==> src/source/mem_access_pkg.sv <==
`default_nettype none

package mem_access_pkg;

    localparam int WORD_W = 32;
    localparam int ADDR_W = 32;

    // Data path types
    typedef logic [WORD_W-1:0] word_t;
    typedef logic [ADDR_W-1:0] addr_t;
    typedef logic [WORD_W/8-1:0] byte_en_t;
    typedef logic [2:0] funct3_t;
    typedef logic [1:0] read_src_t;

    // Load/store size codes in the RISC-V funct3 encoding
    localparam funct3_t F3_BYTE   = 3'd0;
    localparam funct3_t F3_HALF   = 3'd1;
    localparam funct3_t F3_WORD   = 3'd2;
    localparam funct3_t F3_BYTE_U = 3'd4;
    localparam funct3_t F3_HALF_U = 3'd5;

    // Upper address nibble of each region
    localparam logic [3:0] REGION_DMEM_A = 4'h1;
    localparam logic [3:0] REGION_DMEM_B = 4'h3;
    localparam logic [3:0] REGION_BIOS   = 4'h4;
    localparam logic [3:0] REGION_MMIO   = 4'h8;

    // Memory depths and word index widths
    localparam int DMEM_WORDS = 1024;
    localparam int DMEM_IDX_W = $clog2(DMEM_WORDS);
    localparam int ROM_WORDS  = 16;
    localparam int ROM_IDX_W  = $clog2(ROM_WORDS);

    // Counter I/O offsets within the MMIO region
    localparam logic [7:0] OFS_CYCLE   = 8'h10;
    localparam logic [7:0] OFS_RETIRE  = 8'h14;
    localparam logic [7:0] OFS_CLEAR   = 8'h18;
    localparam logic [7:0] OFS_BRANCH  = 8'h1C;
    localparam logic [7:0] OFS_PRED_OK = 8'h20;

    // Which registered word feeds the load formatter
    localparam read_src_t SRC_NONE = 2'd0;
    localparam read_src_t SRC_RAM  = 2'd1;
    localparam read_src_t SRC_ROM  = 2'd2;
    localparam read_src_t SRC_CNT  = 2'd3;

endpackage

`default_nettype wire

==> src/source/perf_counters.sv <==
`timescale 1ns/1ps
`default_nettype none

module perf_counters (
    input  logic                  clk,
    input  logic                  rst,
    input  logic                  retire,
    input  logic                  branch,
    input  logic                  branch_correct,
    input  logic                  clear,
    input  logic                  rd,
    input  mem_access_pkg::addr_t addr,
    output mem_access_pkg::word_t rdata
);
    mem_access_pkg::word_t cycle_cnt;
    mem_access_pkg::word_t retire_cnt;
    mem_access_pkg::word_t branch_cnt;
    mem_access_pkg::word_t pred_ok_cnt;
    mem_access_pkg::word_t cycle_next;
    mem_access_pkg::word_t retire_next;
    mem_access_pkg::word_t branch_next;
    mem_access_pkg::word_t pred_ok_next;

    // Clear wins over counting
    assign cycle_next   = clear ? '0 : cycle_cnt + 32'd1;
    assign retire_next  = clear ? '0 : retire_cnt + {31'h0, retire};
    assign branch_next  = clear ? '0 : branch_cnt + {31'h0, branch};
    assign pred_ok_next = clear ? '0 : pred_ok_cnt + {31'h0, branch_correct};

    always_ff @(posedge clk) begin
        if (rst) begin
            cycle_cnt   <= '0;
            retire_cnt  <= '0;
            branch_cnt  <= '0;
            pred_ok_cnt <= '0;
        end else begin
            cycle_cnt   <= cycle_next;
            retire_cnt  <= retire_next;
            branch_cnt  <= branch_next;
            pred_ok_cnt <= pred_ok_next;
        end
    end

    // Read returns the value the counter takes at this edge
    always_ff @(posedge clk) begin
        if (rd) begin
            case (addr[7:0])
                mem_access_pkg::OFS_CYCLE:   rdata <= cycle_next;
                mem_access_pkg::OFS_RETIRE:  rdata <= retire_next;
                mem_access_pkg::OFS_BRANCH:  rdata <= branch_next;
                mem_access_pkg::OFS_PRED_OK: rdata <= pred_ok_next;
                default:                     rdata <= '0;
            endcase
        end
    end

    a_correct_is_branch: assert property (@(posedge clk) disable iff (rst)
        branch_correct |-> branch);

endmodule

`default_nettype wire

==> config.mk <==
export PLATFORM = sky130hd
export DESIGN_NAME = perf_counters
export DESIGN_NICKNAME = d
export VERILOG_FILES = /design/src/source/mem_access_pkg.sv /design/src/source/perf_counters.sv
export SDC_FILE = /design/constraint.sdc
export NUM_CORES = 1
export LEC_CHECK = 0
export BUFFER_PORTS_ARGS = -buffer_cell sky130_fd_sc_hd__buf_4
export CORE_MARGIN = 1
export CORE_UTILIZATION = 53
export DETAILED_ROUTE_END_ITERATION = 10
export PLACE_DENSITY = 0.76
export RECOVER_POWER = 25
export SETUP_SLACK_MARGIN = 0.5
export SLEW_MARGIN = 5
export SYNTH_ARGS = -nofsm -noshare
export SYNTH_HDL_FRONTEND = slang
export SYNTH_SLANG_ARGS = --single-unit
==> constraint.sdc <==
create_clock -name clk -period 2.4 [get_ports clk]
set_input_delay 0.48 -clock clk [delete_from_list [all_inputs] [get_ports clk]]
set_output_delay 0.48 -clock clk [all_outputs]
set_load 0.02 [all_outputs]
==> metrics.md, run 1 <==
| Metric | Value |
|---|---|
| #FFs+latches synth | 160 |
| Critical path arrival | 2480 ps |
| Clock root buffer master | clkbuf_16 |
| Syn Nets | 817 |
| Pwr/cell area | 549 nW/µm² |
| Non-filler cells, final | 1,090 |
| Synth Area in Compound Gates | 0.0701 |
| Mapped Area | 7250 µm² |
| Failing checks | capacitance limit, slew limit |
| Layout cells sized above 1 | 0.374 |
| Layout fillers | 729 |
| Slew Limit Fails | 33 |
| Post-synthesis cell count | 771 |
| Core area | 13,300 µm² |
| Yosys top cell by area | dfxtp_1 |
| CP Launch Type | register |
| Layout area overhead | 40.8% |
| Dpl hpwl | 12,700 µm |
| Cells after DPL | 1,001 |
| Total power draw | 5.60 mW |
| Clock Skew | 7.45 ps |
| P_leak | 3.56 nW |
| Post-synthesis adder-cell area fraction | 0.0121 |
| Setup TNS | 0 ps |
| Simple-gate area share of the yosys netlist | 0.267 |
| DRT Wirelength | 22,800 µm |
| Overall global routing resource usage | 0.300 |
| Residual DRC | 0 |
| Synthesized area per cell | 9.40 µm² |
| Die Ht | 119 µm |
| Worst setup EP type | register |
| GR Overflow Total | 0 |
| Footprint of the multi-input gates | 4670 µm² |
| Buffers on Ports | 46 |
| Seq/Total Area, Yosys | 0.486 |
| Starting density of the core | 0.545 |
| Commonest cells in the netlist | nor2_1 (148), dfxtp_1 (128), xor2_1 (81) |
| # rows | 42 |
| Post-DP Area | 8240 µm² |
| TritonRoute pass-1 iters | 6 |
| Routed vias/inst | 6.13 |
| Final Hold Viols | 0 |
| Area contributors post-synth | dfxtp_1 (35%), edfxtp_1 (13%), xor2_1 (9.8%) |
| Pre-CTS setup slack | -91.6 ps |
| Antenna viol nets, final | 0 |
| Hold_buf cts | 0 |
| Relative slew slack | -0.315 |
| Pin count of the biggest net entering global routing | 119 |
| Antenna violations before repair | 0 |
| Critical path class | register to register |
| Share of the synthesized area in the top cell type | 0.354 |
| Routed wire per std cell | 21.0 µm |
| Clk sinks | 160 |
| Num CTS Buffers | 17 |
| FF+latch area | 3580 µm² |
| CTS tree | done |
| Die width | 119 µm |
| Hold Crit Class | input pin to register |
| Post-synth EDFFs | 32 |
| Vias | 6,684 |
| Final worst slack | 105 ps |
| Yosys warns | 0 |
| Setup violators final | 0 |
| Top-count cell post-synth | nor2_1 |
| Synth Area in XOR/XNOR | 0.146 |
| Primary FF master, synth | dfxtp_1 |
| CTS Buffer Depth | 2 |
| Largest family of logic cells by synthesized area | simple AND/OR/NAND/NOR gates |
| Tmin final | 2290 ps |
| Hold_ws | 218 ps |
| RSZ-0062 raised after global routing | true |
| Critical Path RT | 2590 ps |
| Crit Path Max Fanout | 7 |
| Final period utilization | 0.956 |
| Multiplexer share of the synthesized area | 0 |
| Asr flop ratio synth | 0 |
| Clk slew on worst S/H paths | 60 ps |
| Full die area | 14,100 µm² |
| Post-layout util | 0.768 |
| IO Count | 71 |
| Worst IR Drop VDD | 0.000462 V |
| Number of diodes | 0 |
| Max Fclk | 436 MHz |
| Drt initial violations | 994 |
| First-pass GRT wire length | 32,700 µm |
| Vias in the first global route | 6,330 |
| Finished Cell Area | 10,200 µm² |
| H-tree Lvls | 4 |
| Yosys cell types | 47 |
| Skew-Pair Late Insertion Delay | 440 ps |
| Worst Tran Pin Value | 1970 ps |
| Outcome | finished with violations |
| Final #Nets | 947 |
| Placer Congestion | 0.953 |
| MaxCap Viol Count | 1 |
report_power, final:
group	switching, mW	leakage, nW	total, mW	internal, mW
clock	1.14	0.270	2.66	1.52
combinational	0.111	1.91	0.175	0.0631
sequential	0.0116	1.38	2.76	2.75
total	1.27	3.56	5.60	4.33
state kept, by name, summed over array words and instances (netlist names):
register,count
branch_cnt,32
cycle_cnt,32
pred_ok_cnt,32
rdata,32
retire_cnt,32
kinds of logic (layout without fill, tap and decap cells):
| logic type | count (synthesis) | after routing |
|---|---|---|
| AO/OA/AOI/OAI | 64 | 64 |
| XOR/XNOR | 121 | 121 |
| adder cells (fa/ha/maj) | 7 | 7 |
| buffers and inverters | 35 | 178 |
| flip-flops | 160 | 160 |
| AND/OR/NAND/NOR | 384 | 384 |
worst paths after layout:
| check | cells after the start | endpoint | from | slack [ps] |
|---|---|---|---|---|
| worst max-delay path | 6 | rdata[19] | branch_cnt[15] | 110 |
| worst min-delay path | 2 | retire_cnt[4] | rst | 220 |
| worst max register to register | 6 | rdata[19] | branch_cnt[15] | 110 |
| worst min register to register | 2 | pred_ok_cnt[31] | pred_ok_cnt[31] | 540 |
per-layer routing:
| layer | GRT usage | share of wire | vias to the layer above |
|---|---|---|---|
| met5 | 0 | 0 | - |
| met4 | 0.104 | 0.035 | 0 |
| met3 | 0.0728 | 0.074 | 85 |
| met2 | 0.483 | 0.50 | 375 |
| met1 | 0.393 | 0.39 | 3262 |
| li1 | - | - | 2962 |
final cells by class:
| cell class | instances | area share |
|---|---|---|
| Multi-Input combinational cell | 576 | 0.458 |
| Sequential cell | 160 | 0.351 |
| Timing Repair Buffer | 135 | 0.109 |
| Clock buffer | 17 | 0.0417 |
| Tap cell | 176 | 0.0216 |
| Clock inverter | 15 | 0.0141 |
| Inverter | 11 | 0.00405 |
what timing repair did:
action,CTS,global route
pin swaps,57,58
gates resized for setup,102,98
endpoints found under the setup margin,41,51
gates cloned,0,0
buffers inserted,33,24
layout by cell type (no fill, tap or decap), types with 19 or more instances in the layout:
cell type	synthesis	routed
buf_6	0	19
xnor2_1	40	27
dfxtp_2	0	22
nor2_1	148	136
dfxtp_1	128	97
xor2_2	0	34
xor2_1	81	43
nand2_1	48	39
buf_4	0	106
nand3_1	46	34
edfxtp_1	32	32
nand4_1	45	45
critical path: stages, from the launching register on:
cell and delay (ps):
dfxtp_2 420, nand4_1 310, nor3_4 450, nand2_1 220, xor2_2 210, nor2_1 90, or3_1 340
Note: power is estimated with default switching activity, not from simulation.
==> run 2, diff against run 1 <==
--- a/config.mk
+++ b/config.mk
@@ -7,9 +7,9 @@
 export LEC_CHECK = 0
 export BUFFER_PORTS_ARGS = -buffer_cell sky130_fd_sc_hd__buf_4
 export CORE_MARGIN = 1
-export CORE_UTILIZATION = 53
+export CORE_UTILIZATION = 59
 export DETAILED_ROUTE_END_ITERATION = 10
-export PLACE_DENSITY = 0.76
+export PLACE_DENSITY = 0.8
 export RECOVER_POWER = 25
 export SETUP_SLACK_MARGIN = 0.5
 export SLEW_MARGIN = 5
==> constraint.sdc (replaced) <==
create_clock -name clk -period 2.3 [get_ports clk]
set_input_delay 0.46 -clock clk [delete_from_list [all_inputs] [get_ports clk]]
set_output_delay 0.46 -clock clk [all_outputs]
set_load 0.02 [all_outputs]
==> metrics.md, run 2 (synthesis results as in run 1) <==
| Metric | Value |
|---|---|
| Outcome | finished with violations |
| Failing checks | capacitance limit, slew limit, setup timing |
| H-tree Lvls | 4 |
| CTS Buffer Depth | 2 |
| Layout area overhead | 53.6% |
| Hold Crit Class | input pin to register |
| Antenna viol nets, final | 0 |
| Worst Tran Pin Value | 2150 ps |
| Routed vias/inst | 7.13 |
| Worst setup EP type | register |
| TritonRoute pass-1 iters | 8 |
| Core area | 12,000 µm² |
| Critical Path RT | 2480 ps |
| Vias | 7,927 |
| Starting density of the core | 0.603 |
| Non-filler cells, final | 1,112 |
| Tmin final | 2880 ps |
| Drt initial violations | 1,630 |
| Slew Limit Fails | 33 |
| Layout cells sized above 1 | 0.464 |
| Clk sinks | 160 |
| Pin count of the biggest net entering global routing | 36 |
| Final Hold Viols | 0 |
| Final #Nets | 997 |
| Critical path class | register to register |
| Relative slew slack | -0.431 |
| Finished Cell Area | 11,100 µm² |
| Antenna violations before repair | 1 |
| RSZ-0062 raised after global routing | true |
| Clock root buffer master | clkbuf_16 |
| IO Count | 71 |
| Layout fillers | 373 |
| Worst IR Drop VDD | 0.000729 V |
| Most common cell after layout, fill and taps aside | buf_4 |
| Final worst slack | -582 ps |
| Clock Skew | 13.8 ps |
| Max Fclk | 347 MHz |
| P_leak | 4.03 nW |
| Routed wire per std cell | 29.3 µm |
| CP Launch Type | register |
| MaxCap Viol Count | 1 |
| Placer Congestion | 0.985 |
| Buffers on Ports | 46 |
| Setup violators final | 20 |
| Setup TNS | -2670 ps |
| Skew-Pair Late Insertion Delay | 460 ps |
| Die Ht | 113 µm |
| Post-layout util | 0.927 |
| Die width | 113 µm |
| First-pass GRT wire length | 37,000 µm |
| DRT Wirelength | 32,600 µm |
| Final period utilization | 1.25 |
| Num CTS Buffers | 17 |
| Pre-CTS setup slack | -170 ps |
| Pwr/cell area | 580 nW/µm² |
| # rows | 40 |
| Cells after DPL | 1,003 |
| Crit Path Max Fanout | 4 |
| Residual DRC | 0 |
| GR Overflow Total | 0 |
| Full die area | 12,700 µm² |
| Dpl hpwl | 13,700 µm |
| Most frequent cells in the layout | buf_4 (140), nor2_1 (126), dfxtp_1 (94) |
| Vias in the first global route | 6,901 |
| Post-DP Area | 8450 µm² |
| CTS tree | done |
| Critical path arrival | 3060 ps |
| Clk slew on worst S/H paths | 70 ps |
| Overall global routing resource usage | 0.388 |
-- run 2: cell count changes in the layout (fill, tap and decap cells not counted), moves of 10 or more --
cell,previous run,this run
buf_4,106,140
xor2_1,43,27
buf_6,19,32
xor2_2,34,45
nand3_1,34,24
nor2_1,136,126
-- run 2: layout make-up --
class | instances | area (µm²) | area share
repair buffers | 185 | 1560 | 0.140
inverters | 11 | 41.3 | 0.00371
clock buffers | 18 | 439 | 0.0395
diodes | 1 | 2.50 | 0.000225
well taps | 147 | 184 | 0.0165
flip-flops and latches | 160 | 3590 | 0.322
multi-input cells | 576 | 5080 | 0.456
clock inverters | 14 | 236 | 0.0212
-- run 2: worst max-delay path, cell delays in order, from the launching register on --
cell and delay [ps]:
dfxtp_2 330, ha_4 150, ha_4 130, and4_4 230
nor3b_4 270, and2_4 220, nand4_1 440, xor2_2 600
o221ai_1 210
-- run 2: worst paths after layout --
kind | start | to | slack, ps | cells after the start
setup / recovery | pred_ok_cnt[0] | rdata[22] | -580 | 8
hold / removal | rst | retire_cnt[4] | 200 | 2
setup reg to reg | pred_ok_cnt[0] | rdata[22] | -580 | 8
hold reg to reg | pred_ok_cnt[31] | pred_ok_cnt[31] | 570 | 2
-- run 2: routing by layer --
metal  up-vias  GRT usage  wire (µm)
li1       3040          -          -
met5         -          0          0
met1      3714      0.483      10700
met4         0      0.197       3170
met3       327     0.0868       4310
met2       846      0.639      14500
-- run 2: repair_timing --
| action | in CTS | in global routing |
|---|---|---|
| endpoints found under the setup margin | 71 | 90 |
| setup buffers | 39 | 37 |
| gates resized for setup | 137 | 148 |
| pin swaps | 76 | 75 |
| hold buffers | 0 | 0 |
| gates cloned | 0 | 0 |
-- run 2: stage by stage --
| stage | hold WS [ps] | total power, mW |
|---|---|---|
| 2_1_floorplan | 441 | 3.04 |
| 3_3_place_gp | 501 | 3.14 |
| 3_5_place_dp | 513 | 3.14 |
| 4_1_cts | 216 | 6.32 |
| 5_1_grt | 207 | 6.52 |
| 6_report | 202 | 6.45 |
-- run 2: where the power goes --
group | internal [mW] | switching (mW)
sequential | 2.87 | 0.0150
clock | 2.06 | 1.29
combinational | 0.0773 | 0.140
