==> src/source/mem_access_pkg.sv <==
`default_nettype none

package mem_access_pkg;

    localparam int WORD_W = 32;
    localparam int ADDR_W = 32;

    // Data path types
    typedef logic [WORD_W-1:0] word_t;
    typedef logic [ADDR_W-1:0] addr_t;
    typedef logic [WORD_W/8-1:0] byte_en_t;
    typedef logic [2:0] funct3_t;
    typedef logic [1:0] read_src_t;

    // Load/store size codes in the RISC-V funct3 encoding
    localparam funct3_t F3_BYTE   = 3'd0;
    localparam funct3_t F3_HALF   = 3'd1;
    localparam funct3_t F3_WORD   = 3'd2;
    localparam funct3_t F3_BYTE_U = 3'd4;
    localparam funct3_t F3_HALF_U = 3'd5;

    // Upper address nibble of each region
    localparam logic [3:0] REGION_DMEM_A = 4'h1;
    localparam logic [3:0] REGION_DMEM_B = 4'h3;
    localparam logic [3:0] REGION_BIOS   = 4'h4;
    localparam logic [3:0] REGION_MMIO   = 4'h8;

    // Memory depths and word index widths
    localparam int DMEM_WORDS = 1024;
    localparam int DMEM_IDX_W = $clog2(DMEM_WORDS);
    localparam int ROM_WORDS  = 16;
    localparam int ROM_IDX_W  = $clog2(ROM_WORDS);

    // Counter I/O offsets within the MMIO region
    localparam logic [7:0] OFS_CYCLE   = 8'h10;
    localparam logic [7:0] OFS_RETIRE  = 8'h14;
    localparam logic [7:0] OFS_CLEAR   = 8'h18;
    localparam logic [7:0] OFS_BRANCH  = 8'h1C;
    localparam logic [7:0] OFS_PRED_OK = 8'h20;

    // Which registered word feeds the load formatter
    localparam read_src_t SRC_NONE = 2'd0;
    localparam read_src_t SRC_RAM  = 2'd1;
    localparam read_src_t SRC_ROM  = 2'd2;
    localparam read_src_t SRC_CNT  = 2'd3;

endpackage

`default_nettype wire

==> src/source/load_formatter.sv <==
`timescale 1ns/1ps
`default_nettype none

module load_formatter (
    input  mem_access_pkg::read_src_t rd_src,
    input  mem_access_pkg::word_t     ram_rdata,
    input  mem_access_pkg::word_t     rom_rdata,
    input  mem_access_pkg::word_t     cnt_rdata,
    input  mem_access_pkg::addr_t     paddr,
    input  mem_access_pkg::funct3_t   funct3,
    output mem_access_pkg::word_t     prdata
);
    mem_access_pkg::word_t word;
    mem_access_pkg::word_t shifted;

    always_comb begin
        case (rd_src)
            mem_access_pkg::SRC_RAM: word = ram_rdata;
            mem_access_pkg::SRC_ROM: word = rom_rdata;
            mem_access_pkg::SRC_CNT: word = cnt_rdata;
            default:                 word = '0;
        endcase
    end

    // Addressed byte or halfword lands in the low lanes
    assign shifted = word >> {paddr[1:0], 3'b000};

    always_comb begin
        case (funct3)
            mem_access_pkg::F3_BYTE:   prdata = {{24{shifted[7]}}, shifted[7:0]};
            mem_access_pkg::F3_HALF:   prdata = {{16{shifted[15]}}, shifted[15:0]};
            mem_access_pkg::F3_WORD:   prdata = shifted;
            mem_access_pkg::F3_BYTE_U: prdata = {24'h0, shifted[7:0]};
            mem_access_pkg::F3_HALF_U: prdata = {16'h0, shifted[15:0]};
            default:                   prdata = '0;
        endcase
    end

endmodule

`default_nettype wire

==> config.mk <==
export PLATFORM = sky130hd
export DESIGN_NAME = load_formatter
export DESIGN_NICKNAME = d
export VERILOG_FILES = /design/src/source/mem_access_pkg.sv /design/src/source/load_formatter.sv
export SDC_FILE = /design/constraint.sdc
export NUM_CORES = 1
export LEC_CHECK = 0
export BUFFER_PORTS_ARGS = -buffer_cell sky130_fd_sc_hd__buf_2
export CAP_MARGIN = 20
export CORE_MARGIN = 5
export CORE_UTILIZATION = 38
export DETAILED_ROUTE_END_ITERATION = 8
export PLACE_DENSITY = 0.88
export SLEW_MARGIN = 0
export SYNTH_ARGS = -nofsm -noshare
export SYNTH_HDL_FRONTEND = slang
export SYNTH_SLANG_ARGS = --single-unit
==> constraint.sdc <==
create_clock -name vclk -period 6.75
set_clock_uncertainty 0.1 [all_clocks]
set_input_delay 1.0125 -clock vclk [all_inputs]
set_output_delay 1.0125 -clock vclk [all_outputs]
set_load 0.01 [all_outputs]
==> metrics.log, run 1 <==
[metrics] simple logic cell fraction of the synthesized area: 0.174
[metrics] proportion of netlist area held by the largest area contributor: 0.145
[metrics] share of the clock period used by the worst path: 0.725
[metrics] Ports: 165
[metrics] sequential power share: 0
[metrics] fraction of power consumed by the clock network: 0
[metrics] number of pins with negative max-slew slack in the final report: 0
[metrics] Leakage: about 1.0 nW
[metrics] GRT Overall Usage: 0.216
[metrics] synthesized netlist cell count: 200
[metrics] kind of launch point of the worst setup path: input port
[metrics] Max-slew headroom: 0.347
[metrics] P&R area growth vs syn: 44.2%
[metrics] post-route insts no fill: between 300 and 400
[metrics] Adder-Cell Fraction of Synth Area: 0
[metrics] Yosys warning total: 0
[metrics] delay of the slowest cell on the worst path: 0.94 ns
[metrics] first-pass GRT wire length: around 9 mm
[metrics] unique cell type count in the Yosys netlist: 43
[metrics] multiplexer area fraction after synthesis: 0.291
[metrics] dominant combinational cell family by area after synthesis: compound AO/OA/AOI/OAI gates
[metrics] Critical Path RT: ~5.6 ns
[metrics] peak ir drop on the vdd network: 0.0442 mV
[metrics] Synth Cell Area: roughly 1400 um^2
[metrics] Total Power: approximately 0.14 mW
[metrics] XOR/XNOR Fraction of Synth Area: 0
[metrics] DRC violation count after routing: 0
[metrics] Area contributors post-synth: mux2_2 14%, mux2i_1 11%, a22oi_1 7.0%
[metrics] number of antenna violations at the first check in global routing: 0
[metrics] Worst Setup End Kind: output port
[metrics] number of placement rows: 22
[metrics] worst path setup slack after routing: roughly 1.9 ns
[metrics] final antenna-violating net count: 0
[metrics] Die Footprint: ~5000 um^2
[metrics] highest clock rate: approximately 0.20 GHz
[metrics] combinational fraction of design power: 1.000
[metrics] Crit path top cell by count: buf_2
[metrics] slew at the pin closest to its max-slew limit: 0.976 ns
[metrics] post_cts resized: 0
[metrics] die outline height: roughly 70 um
[metrics] setup repair after global routing missed its margin: no
[metrics] detailed placement HPWL: slightly below 5 mm
[metrics] Worst Path Arrival: 3.78 ns
[metrics] n_diodes: 0
[metrics] per-cell via count in the routed design: ~5.7
[metrics] number of clock buffers in the layout: 0
[metrics] number of hold violations in the final report: 0
[metrics] detailed-route wire length: around 6 mm
[metrics] cell type with the highest aggregate area in the netlist: mux2_2
[metrics] Setup-failing EPs final: 0
[metrics] Final Instance Area: between 2000 and 2500 um^2
[metrics] Post-CTS Hold Fix Bufs: 0
[metrics] final RePlAce weighted congestion: 0.844
[metrics] switching pwr: between 0.07 and 0.08 mW
[metrics] switch share: 0.519
[metrics] number of sequential storage elements: 0
[metrics] vias in the first global route: 1994
[metrics] setup slack after placement: between 1.5 and 2 ns
[metrics] Detailed Route Iter0 Violations: ~130
[metrics] fraction of the core area covered by cells at the end of the flow: 0.560
[metrics] type of the worst setup path: input port to output port
[metrics] Port Buffers: 135
[metrics] leading cell types in the layout, fill and taps excluded: 135 x buf_2, 26 x nor2_1, 18 x mux2_2, 16 x mux2i_1
[metrics] layout cell share with drive strength beyond 1: 0.534
[metrics] outcome: completed
[metrics] Die X-Extent: slightly above 70 um
[metrics] total core area: 3610 um^2
[metrics] total placed cells including tap cells: 361
[metrics] cell area after placement: ~2000 um^2
[metrics] post-synthesis compound-gate area fraction: 0.436
[metrics] Post-Synthesis Net Count: between 300 and 400
[metrics] worst hold path type: input port to output port
[metrics] buffers inserted during post-CTS setup optimization: 0
[metrics] Post-Route Setup TNS: 0 ns
[metrics] Cell Chain, Critical Path: buf_2 > nor2b_2 > a21oi_1 > o311a_4 > o21ai_0 > buf_2
[metrics] max capacitance violation total: 0
[metrics] routed wire length per instance: between 15 and 20 um
[metrics] commonest non-fill, non-tap cell in the layout: buf_2
[metrics] fraction of the yosys area taken by sequential cells: 0
[metrics] drt first pass iters: 5
[metrics] effective utilization at floorplan: 0.388
[metrics] CP Max Fanout: 42
[metrics] Final min period: approximately 5 ns
[metrics] maximum number of pins on one net before global-route repair: 43
[metrics] filler cell count in the final layout: 378
[metrics] critical path's slowest cell: nor2b_2
[metrics] number of nets at the end of the flow: approximately 450
[metrics] Final Hold Slack: approximately 2.4 ns
[metrics] Power Dens Cells: about 71 nW/um^2
[metrics] area taken by multi-input logic gates: between 1000 and 1500 um^2
[metrics] internal power summed over all cells: between 0.06 and 0.07 mW
[metrics] average size of a mapped cell: roughly 7 um^2
[metrics] sequential cell area: 0 um^2
[metrics] vias: between 2000 and 2500
[metrics] total global routing overflow: 0
-- path summary, 6_finish.rpt --
path / startpoint / endpoint / slack (ns) / depth (start not counted)
max: rd_src[1] / prdata[28] / 1.86 / 6
min: rom_rdata[30] / prdata[30] / 2.35 / 4
-- worst max-delay path: cells and delay by family --
kind	cells	cell delay [ns]
AO/OA/AOI/OAI	3	0.94
AND/OR/NAND/NOR	1	0.94
buffers and inverters	2	0.87
-- routing by layer --
layer  GRT usage  routed length [um]  up-vias
met5           0                   0        -
met4      0.0334                  72        0
met3      0.0327                 516        8
met2       0.415                3140      107
met1       0.253                2250      953
li1            -                   -     1007
-- Yosys cell counts, drive strengths merged --
cell type	n
nor3	4
a2bb2oi	3
o22a	4
o21ba	1
o32a	1
a221oi	3
o311a	1
or3	2
o21bai	1
mux4	2
or3b	1
nand3b	1
nor4bb	1
mux2i	16
o22ai	4
nand2b	3
a21oi	13
a211oi	5
nand2	8
mux2	18
or2	2
nor2	26
inv	2
o221ai	3
o2bb2ai	2
buf	11
clkinv	1
o211a	1
nor2b	3
o211ai	4
a22oi	13
nand3	1
a211o	5
o21ai	22
clkbuf	12
-- cells by family after synthesis --
kind of cell,count (synthesis)
AO/OA/AOI/OAI,86
buffers and inverters,26
multiplexers,36
AND/OR/NAND/NOR,52
-- power by group through the flow --
| stage | combinational, mW | clock (mW) | sequential (mW) |
|---|---|---|---|
| after floorplan | 0.0876 | 0 | 0 |
| after global placement | 0.140 | 0 | 0 |
| after detailed placement | 0.143 | 0 | 0 |
| after CTS | 0.144 | 0 | 0 |
| after global routing | 0.157 | 0 | 0 |
| final | 0.144 | 0 | 0 |
-- cell type report --
cell class                      count  area share
Multi-Input combinational cell    174       0.626
Inverter                            3     0.00558
Tap cell                           48      0.0297
Timing Repair Buffer              136       0.338
Note: power is estimated with default switching activity, not from simulation.
==> run 2, diff against run 1 <==
Settings changed: CORE_UTILIZATION 38 to 35, PLACE_DENSITY 0.88 to 0.82.
Clock period 6.75 ns to 4.81 ns, I/O delays scaled along.
==> metrics.log, run 2 (same netlist as run 1, synthesis figures left out) <==
[metrics] GRT Overall Usage: 0.201 (was 0.216)
[metrics] Ports: 165 (unchanged)
[metrics] per-cell via count in the routed design: 5.52 (was 5.75)
[metrics] worst path setup slack after routing: 1.07 ns (was 1.86 ns)
[metrics] Die X-Extent: 73.2 um (was 70.7 um)
[metrics] commonest non-fill, non-tap cell in the layout: buf_2 (unchanged)
[metrics] effective utilization at floorplan: 0.355 (was 0.388)
[metrics] Die Footprint: 5360 um^2 (was 5000 um^2)
[metrics] buffers inserted during post-CTS setup optimization: 0 (unchanged)
[metrics] Critical Path RT: 3.99 ns (was 5.64 ns)
[metrics] Post-Route Setup TNS: 0 ns (unchanged)
[metrics] peak ir drop on the vdd network: 0.0525 mV (was 0.0442 mV)
[metrics] vias: 2015 (was 2075)
[metrics] die outline height: 73.2 um (was 70.7 um)
[metrics] highest clock rate: 0.268 GHz
[metrics] n_diodes: 0 (unchanged)
[metrics] setup slack after placement: 1.12 ns (was 1.86 ns)
[metrics] number of hold violations in the final report: 0 (unchanged)
[metrics] post-route insts no fill: 365 (was 361)
[metrics] outcome: completed (unchanged)
[metrics] CP Max Fanout: 27 (was 42)
[metrics] Crit path top cell by count: buf_2 (unchanged)
[metrics] Post-CTS Hold Fix Bufs: 0 (unchanged)
[metrics] Worst Setup End Kind: output port (unchanged)
[metrics] Final Instance Area: 2040 um^2 (was 2020 um^2)
[metrics] final RePlAce weighted congestion: 0.868 (was 0.844)
[metrics] delay of the slowest cell on the worst path: 0.43 ns (was 0.94 ns)
[metrics] number of nets at the end of the flow: 450 (was 448)
[metrics] drt first pass iters: 4 (was 5)
[metrics] Setup-failing EPs final: 0 (unchanged)
[metrics] worst hold path type: input port to output port (unchanged)
[metrics] number of placement rows: 23 (was 22)
[metrics] final antenna-violating net count: 0 (unchanged)
[metrics] Max-slew headroom: 0.557 (was 0.347)
[metrics] detailed placement HPWL: 4.86 mm (was 4.80 mm)
[metrics] Leakage: 1.05 nW (was 1.04 nW)
[metrics] type of the worst setup path: input port to output port (unchanged)
[metrics] first-pass GRT wire length: 8.76 mm (was 9.21 mm)
[metrics] maximum number of pins on one net before global-route repair: 28 (was 43)
[metrics] number of pins with negative max-slew slack in the final report: 0 (unchanged)
[metrics] total placed cells including tap cells: 365 (was 361)
[metrics] number of clock buffers in the layout: 0 (unchanged)
[metrics] leading cell types in the layout, fill and taps excluded: 135 x buf_2, 26 x nor2_1, 18 x mux2_2, 16 x mux2i_1 (unchanged)
[metrics] fraction of the core area covered by cells at the end of the flow: 0.517 (was 0.560)
[metrics] layout cell share with drive strength beyond 1: 0.537 (was 0.534)
[metrics] buffer and inverter count on the worst path: 3 (was 2)
[metrics] sequential cell area: 0 um^2 (unchanged)
[metrics] slew at the pin closest to its max-slew limit: 0.658 ns (was 0.976 ns)
[metrics] vias in the first global route: 1916 (was 1994)
[metrics] share of the clock period used by the worst path: 0.777
[metrics] setup repair after global routing missed its margin: no (unchanged)
[metrics] Final min period: approximately 3.7 ns
[metrics] total global routing overflow: 0 (unchanged)
[metrics] routed wire length per instance: 16.1 um (was 16.6 um)
[metrics] P&R area growth vs syn: 45.5% (was 44.2%)
[metrics] detailed-route wire length: 5.89 mm (was 5.99 mm)
[metrics] DRC violation count after routing: 0 (unchanged)
[metrics] max capacitance violation total: 0 (unchanged)
[metrics] Largest delay share family, worst path: compound AO/OA/AOI/OAI gates (unchanged)
[metrics] post_cts resized: 0 (unchanged)
[metrics] Final Hold Slack: 1.78 ns (was 2.35 ns)
[metrics] Detailed Route Iter0 Violations: 81 (was 128)
[metrics] Power Dens Cells: 99.3 nW/um^2 (was 71.1 nW/um^2)
[metrics] kind of launch point of the worst setup path: input port (unchanged)
[metrics] number of antenna violations at the first check in global routing: 0 (unchanged)
[metrics] cell area after placement: 2040 um^2 (was 2020 um^2)
[metrics] total core area: 3940 um^2 (was 3610 um^2)
[metrics] Total Power: 0.202 mW (was 0.144 mW)
[metrics] critical path's slowest cell: buf_2 (was nor2b_2)
[metrics] Cell Chain, Critical Path: buf_2 > inv_2 > mux4_2 > o32a_1 > o311a_4 > o21ai_0 > buf_2 (was buf_2 > nor2b_2 > a21oi_1 > o311a_4 > o21ai_0 > buf_2)
[metrics] Worst Path Arrival: 2.92 ns (was 3.78 ns)
[metrics] number of sequential storage elements: 0 (unchanged)
[metrics] Port Buffers: 135 (unchanged)
## run 2: changes by cell type in the layout (fill, tap and decap cells not counted)
| cell | previous run | this run |
|---|---|---|
| buf_4 | 1 | 3 |
## run 2: area by class of cell
class / instances / area [um^2]
Inverter: 3 / 11.3
Timing Repair Buffer: 138 / 698
Tap cell: 50 / 62.6
Multi-Input combinational cell: 174 / 1260
Fill cell: 393 / 1910
## run 2: power breakdown
part / total (mW) / switching (mW) / internal (mW)
Sequential: 0 / 0 / 0
Clock: 0 / 0 / 0
Combinational: 0.202 / 0.105 / 0.0976
## run 2: path summary, 6_finish.rpt
kind / end / from / cells past startpoint / slack, ns
worst min-delay path: prdata[27] / rom_rdata[27] / 4 / 1.78
worst max-delay path: prdata[28] / rd_src[0] / 7 / 1.07
## run 2: metal layers
layer / vias to the layer above / track usage / part of all wire
met5: - / 0 / 0
li1: 1004 / - / -
met3: 4 / 0.0317 / 0.098
met4: 0 / 0.0164 / 0.0075
met2: 82 / 0.386 / 0.51
met1: 925 / 0.239 / 0.38
