--- config.mk ---
export PLATFORM = sky130hd
export DESIGN_NAME = byte_lane_align
export DESIGN_NICKNAME = d
export VERILOG_FILES = /design/src/source/mem_access_pkg.sv /design/src/source/byte_lane_align.sv
export SDC_FILE = /design/constraint.sdc
export NUM_CORES = 1
export LEC_CHECK = 0
export BUFFER_PORTS_ARGS = -buffer_cell sky130_fd_sc_hd__buf_2
export CAP_MARGIN = 0
export CELL_PAD_IN_SITES_DETAIL_PLACEMENT = 0
export CELL_PAD_IN_SITES_GLOBAL_PLACEMENT = 1
export CORE_MARGIN = 2
export CORE_UTILIZATION = 16
export DETAILED_ROUTE_END_ITERATION = 7
export GPL_TIMING_DRIVEN = 0
export PLACE_DENSITY_LB_ADDON = 0.1
export RECOVER_POWER = 100
export SLEW_MARGIN = 20
export SYNTH_ARGS = -nofsm -noshare
export SYNTH_HDL_FRONTEND = slang
export SYNTH_SLANG_ARGS = --single-unit
--- constraint.sdc ---
create_clock -name vclk -period 1.1
set_clock_uncertainty 0.15 [all_clocks]
set_input_delay 0.055 -clock vclk [all_inputs]
set_output_delay 0.055 -clock vclk [all_outputs]
set_load 0.01 [all_outputs]
--- src/source/mem_access_pkg.sv ---
`default_nettype none

package mem_access_pkg;

    localparam int WORD_W = 32;
    localparam int ADDR_W = 32;

    // Data path types
    typedef logic [WORD_W-1:0] word_t;
    typedef logic [ADDR_W-1:0] addr_t;
    typedef logic [WORD_W/8-1:0] byte_en_t;
    typedef logic [2:0] funct3_t;
    typedef logic [1:0] read_src_t;

    // Load/store size codes in the RISC-V funct3 encoding
    localparam funct3_t F3_BYTE   = 3'd0;
    localparam funct3_t F3_HALF   = 3'd1;
    localparam funct3_t F3_WORD   = 3'd2;
    localparam funct3_t F3_BYTE_U = 3'd4;
    localparam funct3_t F3_HALF_U = 3'd5;

    // Upper address nibble of each region
    localparam logic [3:0] REGION_DMEM_A = 4'h1;
    localparam logic [3:0] REGION_DMEM_B = 4'h3;
    localparam logic [3:0] REGION_BIOS   = 4'h4;
    localparam logic [3:0] REGION_MMIO   = 4'h8;

    // Memory depths and word index widths
    localparam int DMEM_WORDS = 1024;
    localparam int DMEM_IDX_W = $clog2(DMEM_WORDS);
    localparam int ROM_WORDS  = 16;
    localparam int ROM_IDX_W  = $clog2(ROM_WORDS);

    // Counter I/O offsets within the MMIO region
    localparam logic [7:0] OFS_CYCLE   = 8'h10;
    localparam logic [7:0] OFS_RETIRE  = 8'h14;
    localparam logic [7:0] OFS_CLEAR   = 8'h18;
    localparam logic [7:0] OFS_BRANCH  = 8'h1C;
    localparam logic [7:0] OFS_PRED_OK = 8'h20;

    // Which registered word feeds the load formatter
    localparam read_src_t SRC_NONE = 2'd0;
    localparam read_src_t SRC_RAM  = 2'd1;
    localparam read_src_t SRC_ROM  = 2'd2;
    localparam read_src_t SRC_CNT  = 2'd3;

endpackage

`default_nettype wire

--- src/source/byte_lane_align.sv ---
`timescale 1ns/1ps
`default_nettype none

module byte_lane_align (
    input  mem_access_pkg::addr_t    paddr,
    input  mem_access_pkg::funct3_t  funct3,
    input  mem_access_pkg::word_t    pwdata,
    output mem_access_pkg::byte_en_t lane_mask,
    output mem_access_pkg::word_t    store_data,
    output logic                     misaligned
);
    logic [1:0] ofs;

    assign ofs = paddr[1:0];

    // Store data moves up to the lane of the addressed byte
    assign store_data = pwdata << {ofs, 3'b000};

    always_comb begin
        lane_mask  = '0;
        misaligned = 1'b0;
        case (funct3)
            mem_access_pkg::F3_BYTE, mem_access_pkg::F3_BYTE_U: begin
                lane_mask = 4'b0001 << ofs;
            end
            mem_access_pkg::F3_HALF, mem_access_pkg::F3_HALF_U: begin
                misaligned = ofs[0];
                if (!ofs[0]) begin
                    lane_mask = 4'b0011 << ofs;
                end
            end
            mem_access_pkg::F3_WORD: begin
                misaligned = (ofs != 2'd0);
                if (ofs == 2'd0) begin
                    lane_mask = 4'b1111;
                end
            end
            default: misaligned = 1'b1;
        endcase
    end

endmodule

`default_nettype wire

==> key figures, run 1 <==
Min path
  – HP Class: in -> out

Global routing
  – Largest net degree at the start of global routing: 11
  – Antenna violations before repair: 0
  – GRT Overall Usage: 13.2%
  – Wire length of the first global-routing pass: 4.57 mm
  – Grt total ovfl: 0
  – Number of global-route vias before repair: 931

Logic synthesis
  – Mean post-synth cell area: 7.83 um2
  – Sequential share of the synthesized area: 0%
  – Top cell type's share of synthesized area: 52.5%
  – Synth cell types: 18
  – Post-synthesis cell area: 611 um2
  – Ranking of synthesized cells by area: mux2i_1 52%, o2bb2ai_1 11%, and2_1 8.2%
  – Syn Nets: 145
  – Leading area contributor after synthesis: mux2i_1
  – Most common cell in the netlist: mux2i_1
  – Post-Synthesis Cells: 78
  – Most frequent cells after synthesis: 32 x mux2i_1, 11 x nor2_1, 8 x and2_1, 8 x o2bb2ai_1
  – Synth warnings: 0

Floorplan
  – DIE WIDTH: 65.8 um
  – Full die area: 4330 um2
  – Core area: 3660 um2
  – Cell Rows: 22
  – Initial core utilization: 16.7%
  – Die Y: 65.8 um
  – Num ports: 104

Timing
  – Fmax: 853 MHz
  – Slew @ Worst Pin: 0.314 ns
  – Max-slew headroom: 78.9%
  – RSZ-0062 raised after global routing: true
  – PnR worst setup slack: -0.0725 ns
  – Final-report max-slew violation count: 0
  – Fin crit share: 107%
  – Min Tclk post-route: 1.17 ns
  – Final setup viols: 8
  – Final Hold Vio Count: 0
  – Final hold slack: 0.284 ns

Setup path
  – CP max-delay cell: o32ai_2
  – Required @ worst endpoint: 0.89 ns
  – CP Max Fanout: 6
  – Startpoint Class: input pin
  – CP arrival: 0.97 ns
  – Buf/Inv on CP: 5
  – Most used cell, CP: buf_8
  – Top Family by Delay on Critical Path: buffers and inverters
  – CP Cell Sequence: buf_8, buf_12, buf_8, buf_8, o32ai_2, buf_2
  – Crit. End Element: primary output
  – Critical path class: in -> out
  – CP max stage delay: 0.24 ns

Pwr
  – Static Leak: 0.706 nW
  – Total power: 0.000580 W
  – Power Density: 439 nW/um2
  – Worst vdd ir: 0.141 mV

Finish
  – Fill count: 414
  – Clock buffers: 0
  – Area growth from synthesis to layout: 116%
  – Nets: 231
  – FF/Latch Area: 0 um2
  – Non-Filler Instances: 210
  – Share of layout cells above drive strength 1: 67.3%
  – Seq_cells: 0
  – # diodes: 0

Placed design
  – GP Congestion: 0.722
  – IO Port Bufs: 74
  – Dpl cells: 200
  – DP Wirelength: 2.09 mm

Routing
  – Average wire per standard cell: 14.6 um
  – DRC: 0
  – First-pass DRT Iterations: 4
  – DR iter-0 viols: 34
  – Routed Antenna Nets: 0
  – Routed vias: 941
  – Vias per cell: 4.48
  – Total Routed Length: 3.07 mm

Status
  – Failing checks: negative setup slack
  – Status: complete, but fails checks

Job
  – Max_cap viols: 0
==> through the flow <==
| step | setup WS (ns) | instance area (um2) | setup TNS, ns | util (%) |
|---|---|---|---|---|
| after detailed placement | -0.379 | 1040 | -5.57 | 28.4 |
| after global placement | -0.368 | 1040 | -5.41 | 28.4 |
| final | -0.0725 | 1320 | -0.251 | 36.1 |
| after floorplan | 0.0911 | 611 | 0 | - |
| after global routing | -0.105 | 1320 | -1.31 | 36.1 |
| after CTS | -0.0480 | 1240 | -0.527 | 34.0 |
==> metal layers <==
| metal | GRT usage (%) | vias to the layer above | part of all wire (%) |
|---|---|---|---|
| li1 | - | 462 | - |
| met1 | 17.3 | 442 | 39 |
| met2 | 23.9 | 37 | 53 |
| met3 | 2.39 | 0 | 7.8 |
| met4 | 0 | 0 | 0 |
| met5 | 0 | - | 0 |
==> cells by family (layout without fill, tap and decap cells) <==
group	Yosys count	after routing	synth area share [%]
AO/OA/AOI/OAI	14	14	17.6
AND/OR/NAND/NOR	24	25	21.1
buffers and inverters	7	90	7.37
XOR/XNOR	1	1	1.43
multiplexers	32	32	52.5
==> path summary, 6_finish.rpt <==
path                         to  cells past startpoint  slack [ns]       from
hold / removal    store_data[6]                      3        0.28  pwdata[6]
setup / recovery   lane_mask[1]                      6       -0.07   paddr[1]
==> placed cells by master, fill, tap and decap left out, types with 2 or more instances in the layout <==
cell type | synthesis | layout
buf_6 | 1 | 11
buf_4 | 2 | 6
mux2i_1 | 32 | 27
clkbuf_2 | 0 | 2
nor2_1 | 11 | 7
and2_4 | 0 | 5
buf_8 | 0 | 3
a21oi_1 | 3 | 2
o2bb2ai_1 | 8 | 8
buf_12 | 0 | 3
nor2_2 | 0 | 2
buf_2 | 3 | 64
nor2_4 | 0 | 3
and2_1 | 8 | 3
mux2i_2 | 0 | 5
==> where the power goes <==
| part | switching (W) | leakage, nW | internal, W |
|---|---|---|---|
| sequential | 0 | 0 | 0 |
| clock | 0 | 0 | 0 |
| combinational | 0.000279 | 0.706 | 0.000301 |
| total | 0.000279 | 0.706 | 0.000301 |
==> layout make-up <==
class,count,area [um2],area share (%)
tap,48,60.1,4.55
buffer,7,90.1,6.82
multi-input combinational,72,648,49.1
timing repair buffer,83,522,39.5
==> timing repair <==
action	in CTS	in global routing
hold endpoints to repair	0	0
pin swaps	9	13
resized for setup	29	24
buffers inserted	9	0
gates cloned	1	1
setup endpoints to repair	28	34
hold buffers	0	0
Power figures use the tool's default switching activity.
==> run 2, diff against run 1 <==
--- a/config.mk
+++ b/config.mk
@@ -12,7 +12,6 @@
 export CORE_MARGIN = 2
 export CORE_UTILIZATION = 16
 export DETAILED_ROUTE_END_ITERATION = 7
-export GPL_TIMING_DRIVEN = 0
 export PLACE_DENSITY_LB_ADDON = 0.1
 export RECOVER_POWER = 100
 export SLEW_MARGIN = 20
==> constraint.sdc (replaced) <==
create_clock -name vclk -period 1.1
set_clock_uncertainty 0.15 [all_clocks]
set_input_delay 0 -clock vclk [all_inputs]
set_output_delay 0 -clock vclk [all_outputs]
set_load 0.01 [all_outputs]
==> key figures, run 2 (same netlist as run 1, synthesis figures left out) <==
Placed design
  – DP Worst Slack: -0.112 ns
  – Dpl cells: 200
  – IO Port Bufs: 74
  – DP Wirelength: 2.00 mm
  – GP Congestion: 0.713

Floorplan
  – Initial core utilization: 16.7%
  – Core area: 3660 um2
  – Num ports: 104
  – DIE WIDTH: 65.8 um
  – Die Y: 65.8 um
  – Full die area: 4330 um2
  – Cell Rows: 22

Pwr
  – Worst vdd ir: 0.109 mV
  – Static Leak: 0.581 nW
  – Power Density: 425 nW/um2

Routing
  – Met1 Wirelength: 987 um
  – Met3 Wirelength: 216 um
  – Total Routed Length: 2.41 mm
  – DRC: 0
  – Top Layer Used: met4
  – Vias per cell: 4.41
  – Routed vias: 881
  – Routed Antenna Nets: 0
  – Average wire per standard cell: 12.1 um
  – DR iter-0 viols: 13
  – Routed length on met2: 1.20 mm
  – First-pass DRT Iterations: 2

Setup path
  – Top Family by Delay on Critical Path: simple AND/OR/NAND/NOR gates
  – Buf/Inv on CP: 2
  – CP Cell Sequence: buf_2, or4b_4, a21oi_2, buf_2
  – Startpoint Class: input pin
  – CP max-delay cell: or4b_4
  – CP Max Fanout: 3
  – CP arrival: 0.91 ns
  – Crit. End Element: primary output
  – CP Capture Point: lane_mask[2]
  – CP Launch Point: funct3[0]
  – CP max stage delay: 0.53 ns
  – Critical path class: in -> out
  – Required @ worst endpoint: 0.95 ns
  – WP depth: 4
  – Most used cell, CP: buf_2

Finish
  – Commonest non-fill, non-tap cell in the layout: buf_2
  – FF/Latch Area: 0 um2
  – Nets: 221
  – Clock buffers: 0
  – Most frequent cells in the layout: 51 x buf_2, 32 x mux2i_1, 12 x clkbuf_1, 11 x clkbuf_2, 10 x nor2_1
  – Seq_cells: 0
  – Share of layout cells above drive strength 1: 48.0%
  – Non-Filler Instances: 200
  – Area growth from synthesis to layout: 73.8%
  – # diodes: 0
  – Layout Utilization: 29.0%

Status
  – Status: complete, no violations

Timing
  – Setup_tns: 0 ns
  – Final-report max-slew violation count: 0
  – Final setup viols: 0
  – Fmax: 943 MHz
  – RSZ-0062 raised after global routing: true
  – Slew @ Worst Pin: 0.443 ns
  – Fin crit share: 96.4%
  – Min Tclk post-route: 1.06 ns
  – Final Hold Vio Count: 0
  – Max-slew headroom: 70.4%
  – PnR worst setup slack: 0.0391 ns

Clock network
  – Post-CTS Hold Buffers: 0
  – Post-CTS Setup Inserts: 0

Min path
  – HP Class: in -> out
  – HP Start: pwdata[4]

Job
  – Max_cap viols: 0

Global routing
  – Largest net degree at the start of global routing: 22
  – Wire length of the first global-routing pass: 3.94 mm
  – GRT Overall Usage: 11.1%
  – Number of global-route vias before repair: 911
  – Antenna violations before repair: 0
  – Grt total ovfl: 0
[run 2: cell count changes in the layout (fill, tap and decap cells not counted), moves of 4 or more]
cell | before | now
buf_2 | 64 | 51
clkbuf_1 | 0 | 12
clkbuf_2 | 2 | 11
buf_6 | 11 | 3
and2_4 | 5 | 0
mux2i_1 | 27 | 32
mux2i_2 | 5 | 0
and2_1 | 3 | 7
[run 2: area by class of cell]
type	instances	area, um2
fill	424	2600
multi-input combinational	71	582
tap	48	60.1
timing repair buffer	81	419
[run 2: power by group]
group	switching, W	internal (W)	total (W)
Clock	0	0	0
Combinational	0.000237	0.000213	0.000451
Sequential	0	0	0
Total	0.000237	0.000213	0.000451
[run 2: stage by stage]
| stage | total power (W) | instance area [um2] | hold WS [ns] |
|---|---|---|---|
| after floorplan | 0.000242 | 611 | -0.0425 |
| after global placement | 0.000452 | 1050 | 0.169 |
| after detailed placement | 0.000454 | 1050 | 0.166 |
| after CTS | 0.000457 | 1050 | 0.172 |
| after global routing | 0.000498 | 1060 | 0.197 |
| final | 0.000451 | 1060 | 0.174 |
[run 2: what timing repair did]
| item | CTS | global route |
|---|---|---|
| gates cloned | 0 | 0 |
| resized for setup | 1 | 7 |
| setup endpoints to repair | 9 | 7 |
[run 2: how the worst min path moves through the flow]
stage / endpoint / slack, ns / cells past startpoint
finish: store_data[4] / 0.17 / 3
global route: store_data[7] / 0.20 / 3
CTS: store_data[6] / 0.17 / 3
detailed placement: store_data[7] / 0.17 / 3
global placement: store_data[6] / 0.17 / 3
floorplan: lane_mask[1] / -0.04 / 1
[run 2: per-layer routing]
metal  vias up  global-route usage (%)
li1        445                       -
met1       397                    13.3
met2        37                    20.3
met3         2                    3.24
met4         0                   0.260
met5         -                       0
==> run 3, diff against run 2 <==
--- a/config.mk
+++ b/config.mk
@@ -12,7 +12,7 @@
 export CORE_MARGIN = 2
 export CORE_UTILIZATION = 16
 export DETAILED_ROUTE_END_ITERATION = 7
-export PLACE_DENSITY_LB_ADDON = 0.1
+export PLACE_DENSITY = 0.78
 export RECOVER_POWER = 100
 export SLEW_MARGIN = 20
 export SYNTH_ARGS = -nofsm -noshare
==> key figures, run 3 (same netlist as run 1, synthesis figures left out) <==
Routing
  – DRC: 0
  – First-pass DRT Iterations: 2
  – Routed vias: 876
  – Vias per cell: 4.34
  – Total Routed Length: 2.24 mm
  – DR iter-0 viols: 9
  – Routed Antenna Nets: 0
  – Average wire per standard cell: 11.1 um

Finish
  – Clock buffers: 0
  – Nets: 223
  – Commonest non-fill, non-tap cell in the layout: buf_2
  – Share of layout cells above drive strength 1: 47.4%
  – # diodes: 0
  – Seq_cells: 0
  – FF/Latch Area: 0 um2
  – Area growth from synthesis to layout: 76.4%
  – Most frequent cells in the layout: 47 x buf_2, 32 x mux2i_1, 14 x clkbuf_1, 10 x nor2_1, 10 x clkbuf_2

Pwr
  – Internal Power: 0.000220 W
  – Switch Pwr: 0.000233 W
  – Power Density: 421 nW/um2
  – Seq pwr share: 0%
  – Clock network power share: 0%
  – Total power: 0.000454 W
  – Switching share of power: 51.5%
  – Static Leak: 0.583 nW
  – Worst vdd ir: 0.153 mV
  – Comb power frac: 100.0%

Global routing
  – M2 GR Usage: 17.6%
  – GRT busiest layer: met2
  – GRT Overall Usage: 9.75%
  – Wire length of the first global-routing pass: 3.48 mm
  – Largest net degree at the start of global routing: 15
  – Grt met3 use: 1.19%
  – Number of global-route vias before repair: 807
  – Antenna violations before repair: 0
  – Met1 GRT Util: 12.7%
  – Grt total ovfl: 0

Floorplan
  – Num ports: 104
  – Full die area: 4330 um2
  – Initial core utilization: 16.7%
  – Core area: 3660 um2
  – DIE WIDTH: 65.8 um
  – Cell Rows: 22
  – Die Y: 65.8 um

Placed design
  – DP Wirelength: 1.86 mm
  – GP Congestion: 0.693
  – DP Worst Slack: -0.0626 ns
  – IO Port Bufs: 74

Setup path
  – CP arrival: 0.91 ns
  – Required @ worst endpoint: 0.95 ns
  – Buf/Inv on CP: 2
  – CP max-delay cell: or4b_4
  – CP max stage delay: 0.48 ns
  – Critical path class: in -> out
  – CP Cell Sequence: buf_4, or4b_4, a21oi_2, buf_2
  – CP Max Fanout: 8
  – Startpoint Class: input pin
  – CP Launch Point: paddr[1]
  – Top Family by Delay on Critical Path: simple AND/OR/NAND/NOR gates
  – Crit. End Element: primary output

Timing
  – Min Tclk post-route: 1.06 ns
  – Final Hold Vio Count: 0
  – Fin crit share: 96.0%
  – Max-slew headroom: 73.3%
  – PnR worst setup slack: 0.0442 ns
  – RSZ-0062 raised after global routing: false
  – Fmax: 947 MHz
  – Slew @ Worst Pin: 0.400 ns
  – Final hold slack: 0.179 ns
  – Final-report max-slew violation count: 0
  – Final setup viols: 0

Min path
  – HP Start: pwdata[4]
  – HP Class: in -> out

Status
  – Status: complete, no violations

Job
  – Max_cap viols: 0

Clock network
  – Post-CTS Setup Inserts: 0
  – Post-CTS Hold Buffers: 0
## run 3: cell count changes in the layout (fill, tap and decap cells not counted)
cell,delta
buf_2,-4
clkbuf_4,+3
buf_4,+2
clkbuf_1,+2
clkbuf_2,-1
nor2b_1,-1
nor2b_2,+1
o22ai_1,+1
o22ai_2,-1
or2_0,+1
or2_1,-1
## run 3: layer usage
layer,vias up,routed length (um)
met5,-,0
met3,2,135
met1,388,1000
li1,443,-
met4,0,32
met2,43,1070
## run 3: path summary, 6_finish.rpt
kind	to	cells past startpoint
max	lane_mask[2]	4
min	store_data[4]	3
## run 3: power groups by stage
| stage | Sequential [W] | Combinational [W] | Clock, W |
|---|---|---|---|
| global route | 0 | 0.000503 | 0 |
| floorplan | 0 | 0.000242 | 0 |
| global placement | 0 | 0.000455 | 0 |
| CTS | 0 | 0.000459 | 0 |
| detailed placement | 0 | 0.000456 | 0 |
| finish | 0 | 0.000454 | 0 |
## run 3: repair_timing
item	CTS	global route
pin swaps	1	2
endpoints found under the setup margin	10	9
resized for setup	1	12
## run 3: per-stage QoR
step / setup TNS [ns] / cell area (um2) / util [%] / std cells
6_report: 0 / 1080 / 29.4 / 202
5_1_grt: 0 / 1080 / 29.4 / 202
3_3_place_gp: -0.467 / 1060 / 29.0 / 202
4_1_cts: 0 / 1070 / 29.1 / 202
3_5_place_dp: -0.508 / 1060 / 29.0 / 202
2_1_floorplan: 0 / 611 / - / 78
## run 3: area by class of cell
cell class,instances,area [um2]
fill,416,2580
multi-input combinational,71,578
timing repair buffer,83,439
tap,48,60.1
